[config.mk]
export PLATFORM = sky130hd
export DESIGN_NAME = pipelineCpu
export DESIGN_NICKNAME = d
export VERILOG_FILES = /design/src/source/mipsPkg.sv /design/src/source/stageIfs.sv /design/src/source/registerFile.sv /design/src/source/fetchStage.sv /design/src/source/decodeStage.sv /design/src/source/hazardUnit.sv /design/src/source/executeStage.sv /design/src/source/memoryStage.sv /design/src/source/pipelineCpu.sv
export SDC_FILE = /design/constraint.sdc
export NUM_CORES = 2
export LEC_CHECK = 0
export BUFFER_PORTS_ARGS = -buffer_cell sky130_fd_sc_hd__clkbuf_2
export CORE_ASPECT_RATIO = 1.1
export CORE_MARGIN = 2
export CORE_UTILIZATION = 50
export CTS_BUF_LIST = sky130_fd_sc_hd__clkbuf_8
export CTS_CLUSTER_DIAMETER = 40
export DETAILED_ROUTE_END_ITERATION = 10
export GPL_ROUTABILITY_DRIVEN = 0
export PLACE_DENSITY_LB_ADDON = 0.3
export SLEW_MARGIN = 25
export SYNTH_ARGS = -nofsm -noshare
export SYNTH_HDL_FRONTEND = slang
export SYNTH_SLANG_ARGS = --single-unit
export TNS_END_PERCENT = 100
[constraint.sdc]
create_clock -name CLK -period 11.8 [get_ports CLK]
set_input_delay 1.77 -clock CLK [delete_from_list [all_inputs] [get_ports CLK]]
set_output_delay 1.77 -clock CLK [all_outputs]
set_load 0.03 [all_outputs]
[src/source/mipsPkg.sv]
package mipsPkg;

	// Primary opcodes of the supported subset
	typedef enum logic [5:0] {
		opRType = 6'h00,
		opJ     = 6'h02,
		opBeq   = 6'h04,
		opAddi  = 6'h08,
		opLw    = 6'h23,
		opSw    = 6'h2b
	} opcodeT;

	// R-type function field
	typedef enum logic [5:0] {
		fnAdd = 6'h20,
		fnSub = 6'h22,
		fnAnd = 6'h24,
		fnOr  = 6'h25,
		fnSlt = 6'h2a
	} functT;

	typedef enum logic [2:0] {aluAdd, aluSub, aluAnd, aluOr, aluSlt} aluOpT;

	typedef enum logic [1:0] {pcSequential, pcJump, pcBranch} pcSelT;

	typedef enum logic [1:0] {fwdRegister, fwdMemory, fwdWriteback} fwdSelT;

	typedef logic [31:0] wordT;
	typedef logic [4:0]  regAddrT;

	localparam int   regCount   = 32;
	localparam int   immBits    = 16;
	localparam int   targetBits = 26;
	localparam wordT instrBytes = 32'd4;
	// All-zero word decodes as an R-type with no valid function, so it writes nothing
	localparam wordT nopInstr   = 32'h0000_0000;

endpackage

[src/source/stageIfs.sv]
`timescale 1ns/1ps

// Decode to execute boundary
interface idExIf
	import mipsPkg::*;
();
	logic    regWrite;
	logic    memRead;
	logic    memWrite;
	logic    memToReg;
	logic    isBranch;
	aluOpT   aluOp;
	logic    useImm;
	wordT    a;
	wordT    b;
	wordT    imm;
	wordT    pc4;
	regAddrT rs;
	regAddrT rt;
	regAddrT dest;

	modport source (
		output regWrite, memRead, memWrite, memToReg, isBranch,
		output aluOp, useImm, a, b, imm, pc4, rs, rt, dest
	);
	modport sink (
		input regWrite, memRead, memWrite, memToReg, isBranch,
		input aluOp, useImm, a, b, imm, pc4, rs, rt, dest
	);
endinterface

// Execute to memory boundary
interface exMemIf
	import mipsPkg::*;
();
	logic    regWrite;
	logic    memRead;
	logic    memWrite;
	logic    memToReg;
	regAddrT dest;
	wordT    result;
	wordT    storeData;

	modport source (output regWrite, memRead, memWrite, memToReg, dest, result, storeData);
	modport sink (input regWrite, memRead, memWrite, memToReg, dest, result, storeData);
endinterface

[src/source/registerFile.sv]
`timescale 1ns/1ps

module registerFile
	import mipsPkg::*;
(
	input  logic    CLK,
	input  logic    reset,
	input  regAddrT rs,
	input  regAddrT rt,
	output wordT    readA,
	output wordT    readB,
	input  logic    wbEn,
	input  regAddrT wbReg,
	input  wordT    wbData
);

	wordT regs [regCount];
	logic writing;

	assign writing = wbEn && (wbReg != '0);

	// Same-cycle write is visible to the reader
	function automatic wordT readPort(regAddrT addr);
		if (writing && (wbReg == addr))
			return wbData;
		return regs[addr];
	endfunction

	assign readA = readPort(rs);
	assign readB = readPort(rt);

	always_ff @(posedge CLK) begin
		if (reset) begin
			for (int i = 0; i < regCount; i++)
				regs[i] <= '0;
		end else if (writing) begin
			regs[wbReg] <= wbData;
		end
	end

endmodule

[src/source/fetchStage.sv]
`timescale 1ns/1ps

module fetchStage
	import mipsPkg::*;
(
	input  logic  CLK,
	input  logic  reset,
	input  wordT  startPc,
	input  logic  stall,
	input  logic  flushDecode,
	input  pcSelT pcSel,
	input  wordT  jumpTarget,
	input  wordT  branchTarget,
	input  wordT  instr,
	output wordT  instrAddr,
	output wordT  decInstr,
	output wordT  decPc4
);

	wordT pc, pc4, nextPc;

	assign pc4       = pc + instrBytes;
	assign instrAddr = pc;

	always_comb begin
		case (pcSel)
			pcJump:   nextPc = jumpTarget;
			pcBranch: nextPc = branchTarget;
			default:  nextPc = pc4;
		endcase
	end

	always_ff @(posedge CLK) begin
		if (reset)
			pc <= startPc;
		else if (!stall)
			pc <= nextPc;
	end

	// Flush wins over stall so a taken branch always squashes fetch
	always_ff @(posedge CLK) begin
		if (reset || flushDecode)
			decInstr <= nopInstr;
		else if (!stall)
			decInstr <= instr;
	end

	always_ff @(posedge CLK) begin
		if (!stall)
			decPc4 <= pc4;
	end

endmodule

[src/source/decodeStage.sv]
`timescale 1ns/1ps

module decodeStage
	import mipsPkg::*;
(
	input  logic    CLK,
	input  logic    reset,
	input  wordT    decInstr,
	input  wordT    decPc4,
	input  logic    bubble,
	input  logic    wbEn,
	input  regAddrT wbReg,
	input  wordT    wbData,
	output logic    isJump,
	output wordT    jumpTarget,
	output regAddrT rs,
	output regAddrT rt,
	output logic    usesRt,
	idExIf.source   ex
);

	opcodeT  opcode;
	functT   funct;
	regAddrT rd, dest;
	wordT    readA, readB, immExt;
	aluOpT   aluOp;
	logic    regWrite, memRead, memWrite, memToReg, isBranch, useImm;

	assign opcode = opcodeT'(decInstr[31:26]);
	assign funct  = functT'(decInstr[5:0]);
	assign rs     = decInstr[25:21];
	assign rt     = decInstr[20:16];
	assign rd     = decInstr[15:11];

	assign immExt     = {{(32 - immBits){decInstr[immBits-1]}}, decInstr[immBits-1:0]};
	assign jumpTarget = {decPc4[31:28], decInstr[targetBits-1:0], 2'b00};

	registerFile registerFile_i (
		.CLK(CLK), .reset(reset), .rs(rs), .rt(rt), .readA(readA), .readB(readB),
		.wbEn(wbEn), .wbReg(wbReg), .wbData(wbData)
	);

	////////////////////////////////////////
	// Control decode
	////////////////////////////////////////
	always_comb begin
		regWrite = 1'b0;
		memRead  = 1'b0;
		memWrite = 1'b0;
		memToReg = 1'b0;
		isBranch = 1'b0;
		isJump   = 1'b0;
		useImm   = 1'b0;
		usesRt   = 1'b0;
		aluOp    = aluAdd;
		dest     = rt;
		case (opcode)
			opRType: begin
				dest   = rd;
				usesRt = 1'b1;
				// Unknown functions (including the nop) write nothing
				regWrite = 1'b1;
				case (funct)
					fnAdd:   aluOp = aluAdd;
					fnSub:   aluOp = aluSub;
					fnAnd:   aluOp = aluAnd;
					fnOr:    aluOp = aluOr;
					fnSlt:   aluOp = aluSlt;
					default: regWrite = 1'b0;
				endcase
			end
			opAddi: begin
				regWrite = 1'b1;
				useImm   = 1'b1;
			end
			opLw: begin
				regWrite = 1'b1;
				memRead  = 1'b1;
				memToReg = 1'b1;
				useImm   = 1'b1;
			end
			opSw: begin
				memWrite = 1'b1;
				useImm   = 1'b1;
				usesRt   = 1'b1;
			end
			opBeq: begin
				isBranch = 1'b1;
				usesRt   = 1'b1;
				aluOp    = aluSub;
			end
			opJ:     isJump = 1'b1;
			default: ;
		endcase
	end

	// Enables of the decode/execute register, cleared for a bubble
	always_ff @(posedge CLK) begin
		if (reset || bubble) begin
			ex.regWrite <= 1'b0;
			ex.memRead  <= 1'b0;
			ex.memWrite <= 1'b0;
			ex.memToReg <= 1'b0;
			ex.isBranch <= 1'b0;
		end else begin
			ex.regWrite <= regWrite;
			ex.memRead  <= memRead;
			ex.memWrite <= memWrite;
			ex.memToReg <= memToReg;
			ex.isBranch <= isBranch;
		end
	end

	always_ff @(posedge CLK) begin
		ex.aluOp  <= aluOp;
		ex.useImm <= useImm;
		ex.a      <= readA;
		ex.b      <= readB;
		ex.imm    <= immExt;
		ex.pc4    <= decPc4;
		ex.rs     <= rs;
		ex.rt     <= rt;
		ex.dest   <= dest;
	end

endmodule

[src/source/hazardUnit.sv]
`timescale 1ns/1ps

module hazardUnit
	import mipsPkg::*;
(
	input  regAddrT rs,
	input  regAddrT rt,
	input  logic    usesRt,
	input  logic    isJump,
	input  logic    exMemRead,
	input  regAddrT exDest,
	input  logic    branchTaken,
	output logic    stall,
	output logic    bubble,
	output logic    flushDecode,
	output pcSelT   pcSel
);

	logic loadUse, takeJump;

	// Load in execute feeding the instruction in decode
	assign loadUse = exMemRead && (exDest != '0) &&
		((exDest == rs) || (usesRt && (exDest == rt)));

	assign takeJump = isJump && !loadUse;

	// Taken branch overrides everything younger
	assign stall       = loadUse && !branchTaken;
	assign bubble      = loadUse || branchTaken;
	assign flushDecode = branchTaken || takeJump;

	always_comb begin
		if (branchTaken)
			pcSel = pcBranch;
		else if (takeJump)
			pcSel = pcJump;
		else
			pcSel = pcSequential;
	end

endmodule

[src/source/executeStage.sv]
`timescale 1ns/1ps

module executeStage
	import mipsPkg::*;
(
	input  logic    CLK,
	input  logic    reset,
	idExIf.sink     id,
	exMemIf.source  mem,
	input  logic    wbEn,
	input  regAddrT wbReg,
	input  wordT    wbData,
	output logic    branchTaken,
	output wordT    branchTarget,
	output logic    exMemRead,
	output regAddrT exDest
);

	fwdSelT selA, selB;
	wordT   opA, regB, opB, result;

	// Memory stage is the younger producer so it takes priority
	function automatic fwdSelT fwdSource(regAddrT src, logic memWr, regAddrT memDest,
			logic wbWr, regAddrT wbDest);
		if (src == '0)
			return fwdRegister;
		if (memWr && (memDest == src))
			return fwdMemory;
		if (wbWr && (wbDest == src))
			return fwdWriteback;
		return fwdRegister;
	endfunction

	function automatic wordT operandMux(fwdSelT sel, wordT regVal, wordT memVal, wordT wbVal);
		case (sel)
			fwdMemory:    return memVal;
			fwdWriteback: return wbVal;
			default:      return regVal;
		endcase
	endfunction

	assign selA = fwdSource(id.rs, mem.regWrite, mem.dest, wbEn, wbReg);
	assign selB = fwdSource(id.rt, mem.regWrite, mem.dest, wbEn, wbReg);
	assign opA  = operandMux(selA, id.a, mem.result, wbData);
	assign regB = operandMux(selB, id.b, mem.result, wbData);
	assign opB  = id.useImm ? id.imm : regB;

	////////////////////////////////////////
	// ALU and branch
	////////////////////////////////////////
	always_comb begin
		case (id.aluOp)
			aluSub:  result = opA - opB;
			aluAnd:  result = opA & opB;
			aluOr:   result = opA | opB;
			aluSlt:  result = {31'd0, $signed(opA) < $signed(opB)};
			default: result = opA + opB;
		endcase
	end

	assign branchTaken  = id.isBranch && (opA == regB);
	assign branchTarget = id.pc4 + (id.imm << 2);
	assign exMemRead    = id.memRead;
	assign exDest       = id.dest;

	always_ff @(posedge CLK) begin
		if (reset) begin
			mem.regWrite <= 1'b0;
			mem.memRead  <= 1'b0;
			mem.memWrite <= 1'b0;
			mem.memToReg <= 1'b0;
		end else begin
			mem.regWrite <= id.regWrite;
			mem.memRead  <= id.memRead;
			mem.memWrite <= id.memWrite;
			mem.memToReg <= id.memToReg;
		end
	end

	// Store data leaves already forwarded
	always_ff @(posedge CLK) begin
		mem.dest      <= id.dest;
		mem.result    <= result;
		mem.storeData <= regB;
	end

endmodule

[src/source/memoryStage.sv]
`timescale 1ns/1ps

module memoryStage
	import mipsPkg::*;
#(
	parameter int memAddrBits = 6
) (
	input  logic    CLK,
	input  logic    reset,
	exMemIf.sink    mem,
	output logic    wbEn,
	output regAddrT wbReg,
	output wordT    wbData
);

	wordT dataMem [2**memAddrBits];

	logic [memAddrBits-1:0] addr;
	wordT                   loadWord, aluWord;
	logic                   wbMemToReg;

	// Byte address in, word index out
	assign addr = mem.result[memAddrBits+1:2];

	always_ff @(posedge CLK) begin
		if (mem.memWrite)
			dataMem[addr] <= mem.storeData;
	end

	always_ff @(posedge CLK) begin
		if (reset) begin
			wbEn       <= 1'b0;
			wbMemToReg <= 1'b0;
		end else begin
			wbEn       <= mem.regWrite;
			wbMemToReg <= mem.memToReg;
		end
	end

	always_ff @(posedge CLK) begin
		wbReg   <= mem.dest;
		aluWord <= mem.result;
		if (mem.memRead)
			loadWord <= dataMem[addr];
	end

	// Write-back select
	assign wbData = wbMemToReg ? loadWord : aluWord;

endmodule

[src/source/pipelineCpu.sv]
`timescale 1ns/1ps

module pipelineCpu
	import mipsPkg::*;
#(
	parameter int memAddrBits = 6
) (
	input  logic    CLK,
	input  logic    reset,
	input  wordT    startPc,
	output wordT    instrAddr,
	input  wordT    instr,
	output logic    wbEn,
	output regAddrT wbReg,
	output wordT    wbData
);

	////////////////////////////////////////
	// Inter-stage wiring
	////////////////////////////////////////
	logic    stall, bubble, flushDecode;
	pcSelT   pcSel;
	wordT    jumpTarget, branchTarget;
	logic    branchTaken, isJump, usesRt, exMemRead;
	wordT    decInstr, decPc4;
	regAddrT rs, rt, exDest;

	idExIf  idEx ();
	exMemIf exMem ();

	fetchStage fetchStage_i (
		.CLK(CLK), .reset(reset), .startPc(startPc), .stall(stall),
		.flushDecode(flushDecode), .pcSel(pcSel), .jumpTarget(jumpTarget),
		.branchTarget(branchTarget), .instr(instr), .instrAddr(instrAddr),
		.decInstr(decInstr), .decPc4(decPc4)
	);

	decodeStage decodeStage_i (
		.CLK(CLK), .reset(reset), .decInstr(decInstr), .decPc4(decPc4),
		.bubble(bubble), .wbEn(wbEn), .wbReg(wbReg), .wbData(wbData),
		.isJump(isJump), .jumpTarget(jumpTarget), .rs(rs), .rt(rt),
		.usesRt(usesRt), .ex(idEx.source)
	);

	hazardUnit hazardUnit_i (
		.rs(rs), .rt(rt), .usesRt(usesRt), .isJump(isJump),
		.exMemRead(exMemRead), .exDest(exDest), .branchTaken(branchTaken),
		.stall(stall), .bubble(bubble), .flushDecode(flushDecode), .pcSel(pcSel)
	);

	executeStage executeStage_i (
		.CLK(CLK), .reset(reset), .id(idEx.sink), .mem(exMem.source),
		.wbEn(wbEn), .wbReg(wbReg), .wbData(wbData),
		.branchTaken(branchTaken), .branchTarget(branchTarget),
		.exMemRead(exMemRead), .exDest(exDest)
	);

	memoryStage #(.memAddrBits(memAddrBits)) memoryStage_i (
		.CLK(CLK), .reset(reset), .mem(exMem.sink),
		.wbEn(wbEn), .wbReg(wbReg), .wbData(wbData)
	);

endmodule

==> metrics.cfg <==
[status]
run_status = complete, no violations

[cts]
ctsLongestPathBuffers = 4
cts_h_tree_lvls = 6
insertion_delay_ns = 1.08
clockRootBuffer = sky130_fd_sc_hd__clkbuf_8
cts.sinks = 3456
cts_hold_buf = 0
cts_buffers = 549
post-cts-setup-buffers = 0
post_cts.resized_instances = 0
clkTransAtPathRegs_ns = 0.07
cts_tree = yes

[cells_and_area]
largest-register = memoryStage_i.dataMem
seq_area_sq_um = 101000
areaGrowthSynthToFinish_pct = 11.8
utilization_pct = 56.1
most-common-layout-cells = sky130_fd_sc_hd__edfxtp_1, sky130_fd_sc_hd__nor2_1, sky130_fd_sc_hd__a22oi_1
layout_top_registers = memoryStage_i.dataMem (2048), decodeStage_i.registerFile_i.regs (1024)
final_common_cell = sky130_fd_sc_hd__edfxtp_1
post_route_cells_drive_above_1_share_pct = 20.8
multiInputGateArea_sq_um = 43300
layout.cells.non_filler = 14000
largest_reg_flops = 2048
fillCellCount = 22200
num-nets-final = 9849

[global_route]
grt.total_usage_pct = 32.2
pin_count_of_the_biggest_net_entering_global_routing = 120
antenna_found_initial = 35
grt.overflow.total = 0
first_pass_grt_wire_length_mm = 681
first_global_vias = 92800

[power_and_ir_drop]
maximum_vdd_drop_uv = 167
leak_pwr_nw = 55.1
power-per-cell-area_nw_per_um2 = 200

[timing]
final.period_utilization_pct = 56.6
timing.final.hold_violations = 0
fmax_mhz = 150
timing.final.crit_period_ns = 6.68
tns_ns = 0
worst_pin_slew_ns = 1.36
finalClockSkew_ns = 0.0646
setup_viol = 0
slew_violations = 0
timing.max_slew.rel_slack_pct = 9.18
post-route-worst-setup-slack_ns = 5.12
grt_setup_unrepaired = false

[synth]
synthesis.yosys.warnings = 0
yosys.cell_types.count = 78
synth_seq_cells = 3456
synth_edf_count = 3168
synth_area_per_cell_sq_um = 15.6
netlist_instances = 9364
async_flop_share_pct = 0
post_synth_instance_area_sq_um = 146000
synth_seq_area_share_pct = 69.0
synth_top_flop_cell = sky130_fd_sc_hd__edfxtp_1

[worst_setup_path]
critical_path.startpoint_type = flop
critPathArrivalTime_ns = 7.69
worst_setup_path_end_kind = flop
timing.critical_path.required_ns = 12.80
critical_path.max_fanout = 32
category_of_the_critical_setup_timing_path = flop to flop

[drt]
detailedRoute.firstPassIterationCount = 10
postRouteAntennaNets = 0
num_vias = 95700
wire_per_inst_um = 34.9
route.final.wire_length_mm = 487
post-route-drc-count = 0
post_drt_via_cell_ratio = 6.85
iteration_0_drc_markers = 16400

[floorplanning]
ios = 136
floorplan.die_area_sq_um = 297000
num_rows = 208
coreArea_sq_um = 291000
chipWidth_um = 520
die_height_um = 571
floorplan.initialDensity_pct = 50.2

[placement]
dpl.hpwl_mm = 280
dp_cells = 13000
placement.io_buffers = 135
place_ws_ns = 5.29

[hold_path]
hold_path.class = flop to flop

[run]
max_cap_viol_count = 0

==> Yosys cell counts, types with 41 or more instances <==
master / n / share of area [%]
sky130_fd_sc_hd__o21ai_0: 176 / 0.60
sky130_fd_sc_hd__nand2_1: 266 / 0.68
sky130_fd_sc_hd__buf_1: 135 / 0.35
sky130_fd_sc_hd__clkbuf_1: 589 / 1.5
sky130_fd_sc_hd__nor2_1: 1212 / 3.1
sky130_fd_sc_hd__dfxtp_1: 288 / 3.9
sky130_fd_sc_hd__inv_1: 172 / 0.44
sky130_fd_sc_hd__ha_1: 131 / 1.1
sky130_fd_sc_hd__a22oi_1: 643 / 3.3
sky130_fd_sc_hd__o211ai_1: 48 / 0.25
sky130_fd_sc_hd__nand4_1: 76 / 0.33
sky130_fd_sc_hd__a31oi_1: 216 / 0.92
sky130_fd_sc_hd__nor2b_1: 59 / 0.25
sky130_fd_sc_hd__xnor2_1: 62 / 0.37
sky130_fd_sc_hd__a21o_1: 41 / 0.21
sky130_fd_sc_hd__a221oi_1: 242 / 1.4
sky130_fd_sc_hd__nor4_1: 53 / 0.23
sky130_fd_sc_hd__a22o_1: 206 / 1.2
sky130_fd_sc_hd__mux4_2: 640 / 9.9
sky130_fd_sc_hd__edfxtp_1: 3168 / 65
sky130_fd_sc_hd__nand3_1: 68 / 0.23
sky130_fd_sc_hd__a21oi_1: 179 / 0.61
sky130_fd_sc_hd__mux2i_1: 163 / 1.1
==> metal layers <==
| layer | GRT usage (%) | part of all wire, % | wire length (um) |
|---|---|---|---|
| met1 | 42.5 | 34 | 166000 |
| met2 | 47.8 | 44 | 216000 |
| met3 | 9.95 | 15 | 74600 |
| met4 | 17.6 | 6.4 | 31100 |
| met5 | 0 | 0.031 | 150 |
==> per-stage QoR <==
step	cell area (sq um)	hold WS (ns)	power [mW]
global placement	153000	0.326	22.6
finish	163000	0.338	32.7
global route	163000	0.343	33.5
CTS	163000	0.339	32.3
floorplan	146000	0.323	19.0
detailed placement	153000	0.327	22.8
==> worst paths after layout <==
| check | start | endpoint | slack (ns) | cells past startpoint |
|---|---|---|---|---|
| max | memoryStage_i.wbMemToReg | executeStage_i.mem.result[26] | 5.12 | 16 |
| min | fetchStage_i.decPc4[22] | decodeStage_i.ex.pc4[22] | 0.34 | 0 |
| max reg2reg | memoryStage_i.wbMemToReg | executeStage_i.mem.result[26] | 5.12 | 16 |
| min reg2reg | fetchStage_i.decPc4[22] | decodeStage_i.ex.pc4[22] | 0.34 | 0 |
==> logic make-up after synthesis <==
group,after synthesis,synth area share [%]
fa+ha+maj,134,1.16
mux,827,11.2
simple gates,1958,5.87
flops,3456,69.0
buf+inv,921,2.41
other cells,1,0.00256
compound gates,1974,9.82
xor+xnor,93,0.557
==> layout make-up <==
class | instances | area share (%)
clock inverter | 375 | 1.27
sequential | 3456 | 61.8
multi-input combinational | 5018 | 26.5
tap | 3885 | 2.97
timing repair buffer | 445 | 2.09
clock buffer | 589 | 4.96
inverter | 179 | 0.411
antenna | 13 | 0.0199
==> worst max-delay path: stages (launching register included) <==
cell and delay (ns):
sky130_fd_sc_hd__dfxtp_4 0.65, sky130_fd_sc_hd__buf_4 0.67, sky130_fd_sc_hd__mux2i_4 0.98, sky130_fd_sc_hd__inv_1 0.37, sky130_fd_sc_hd__a221oi_1 0.50, sky130_fd_sc_hd__or2_2 0.23, sky130_fd_sc_hd__o21ai_0 0.12, sky130_fd_sc_hd__ha_1 0.52
sky130_fd_sc_hd__or3b_2 0.48, sky130_fd_sc_hd__o2111ai_1 0.13, sky130_fd_sc_hd__o21ai_0 0.11, sky130_fd_sc_hd__o21bai_1 0.28, sky130_fd_sc_hd__a31o_2 0.32, sky130_fd_sc_hd__a31o_2 0.30, sky130_fd_sc_hd__and4_1 0.22, sky130_fd_sc_hd__or4b_2 0.60
sky130_fd_sc_hd__nand4_1 0.12
==> power by group <==
part	switching, mW	internal (mW)	leakage, nW
clock network	4.76	4.96	5.77
logic	6.08	2.35	16.9
registers	0.434	14.1	32.5
total	11.3	21.4	55.1
Note: power is estimated with default switching activity, not from simulation.
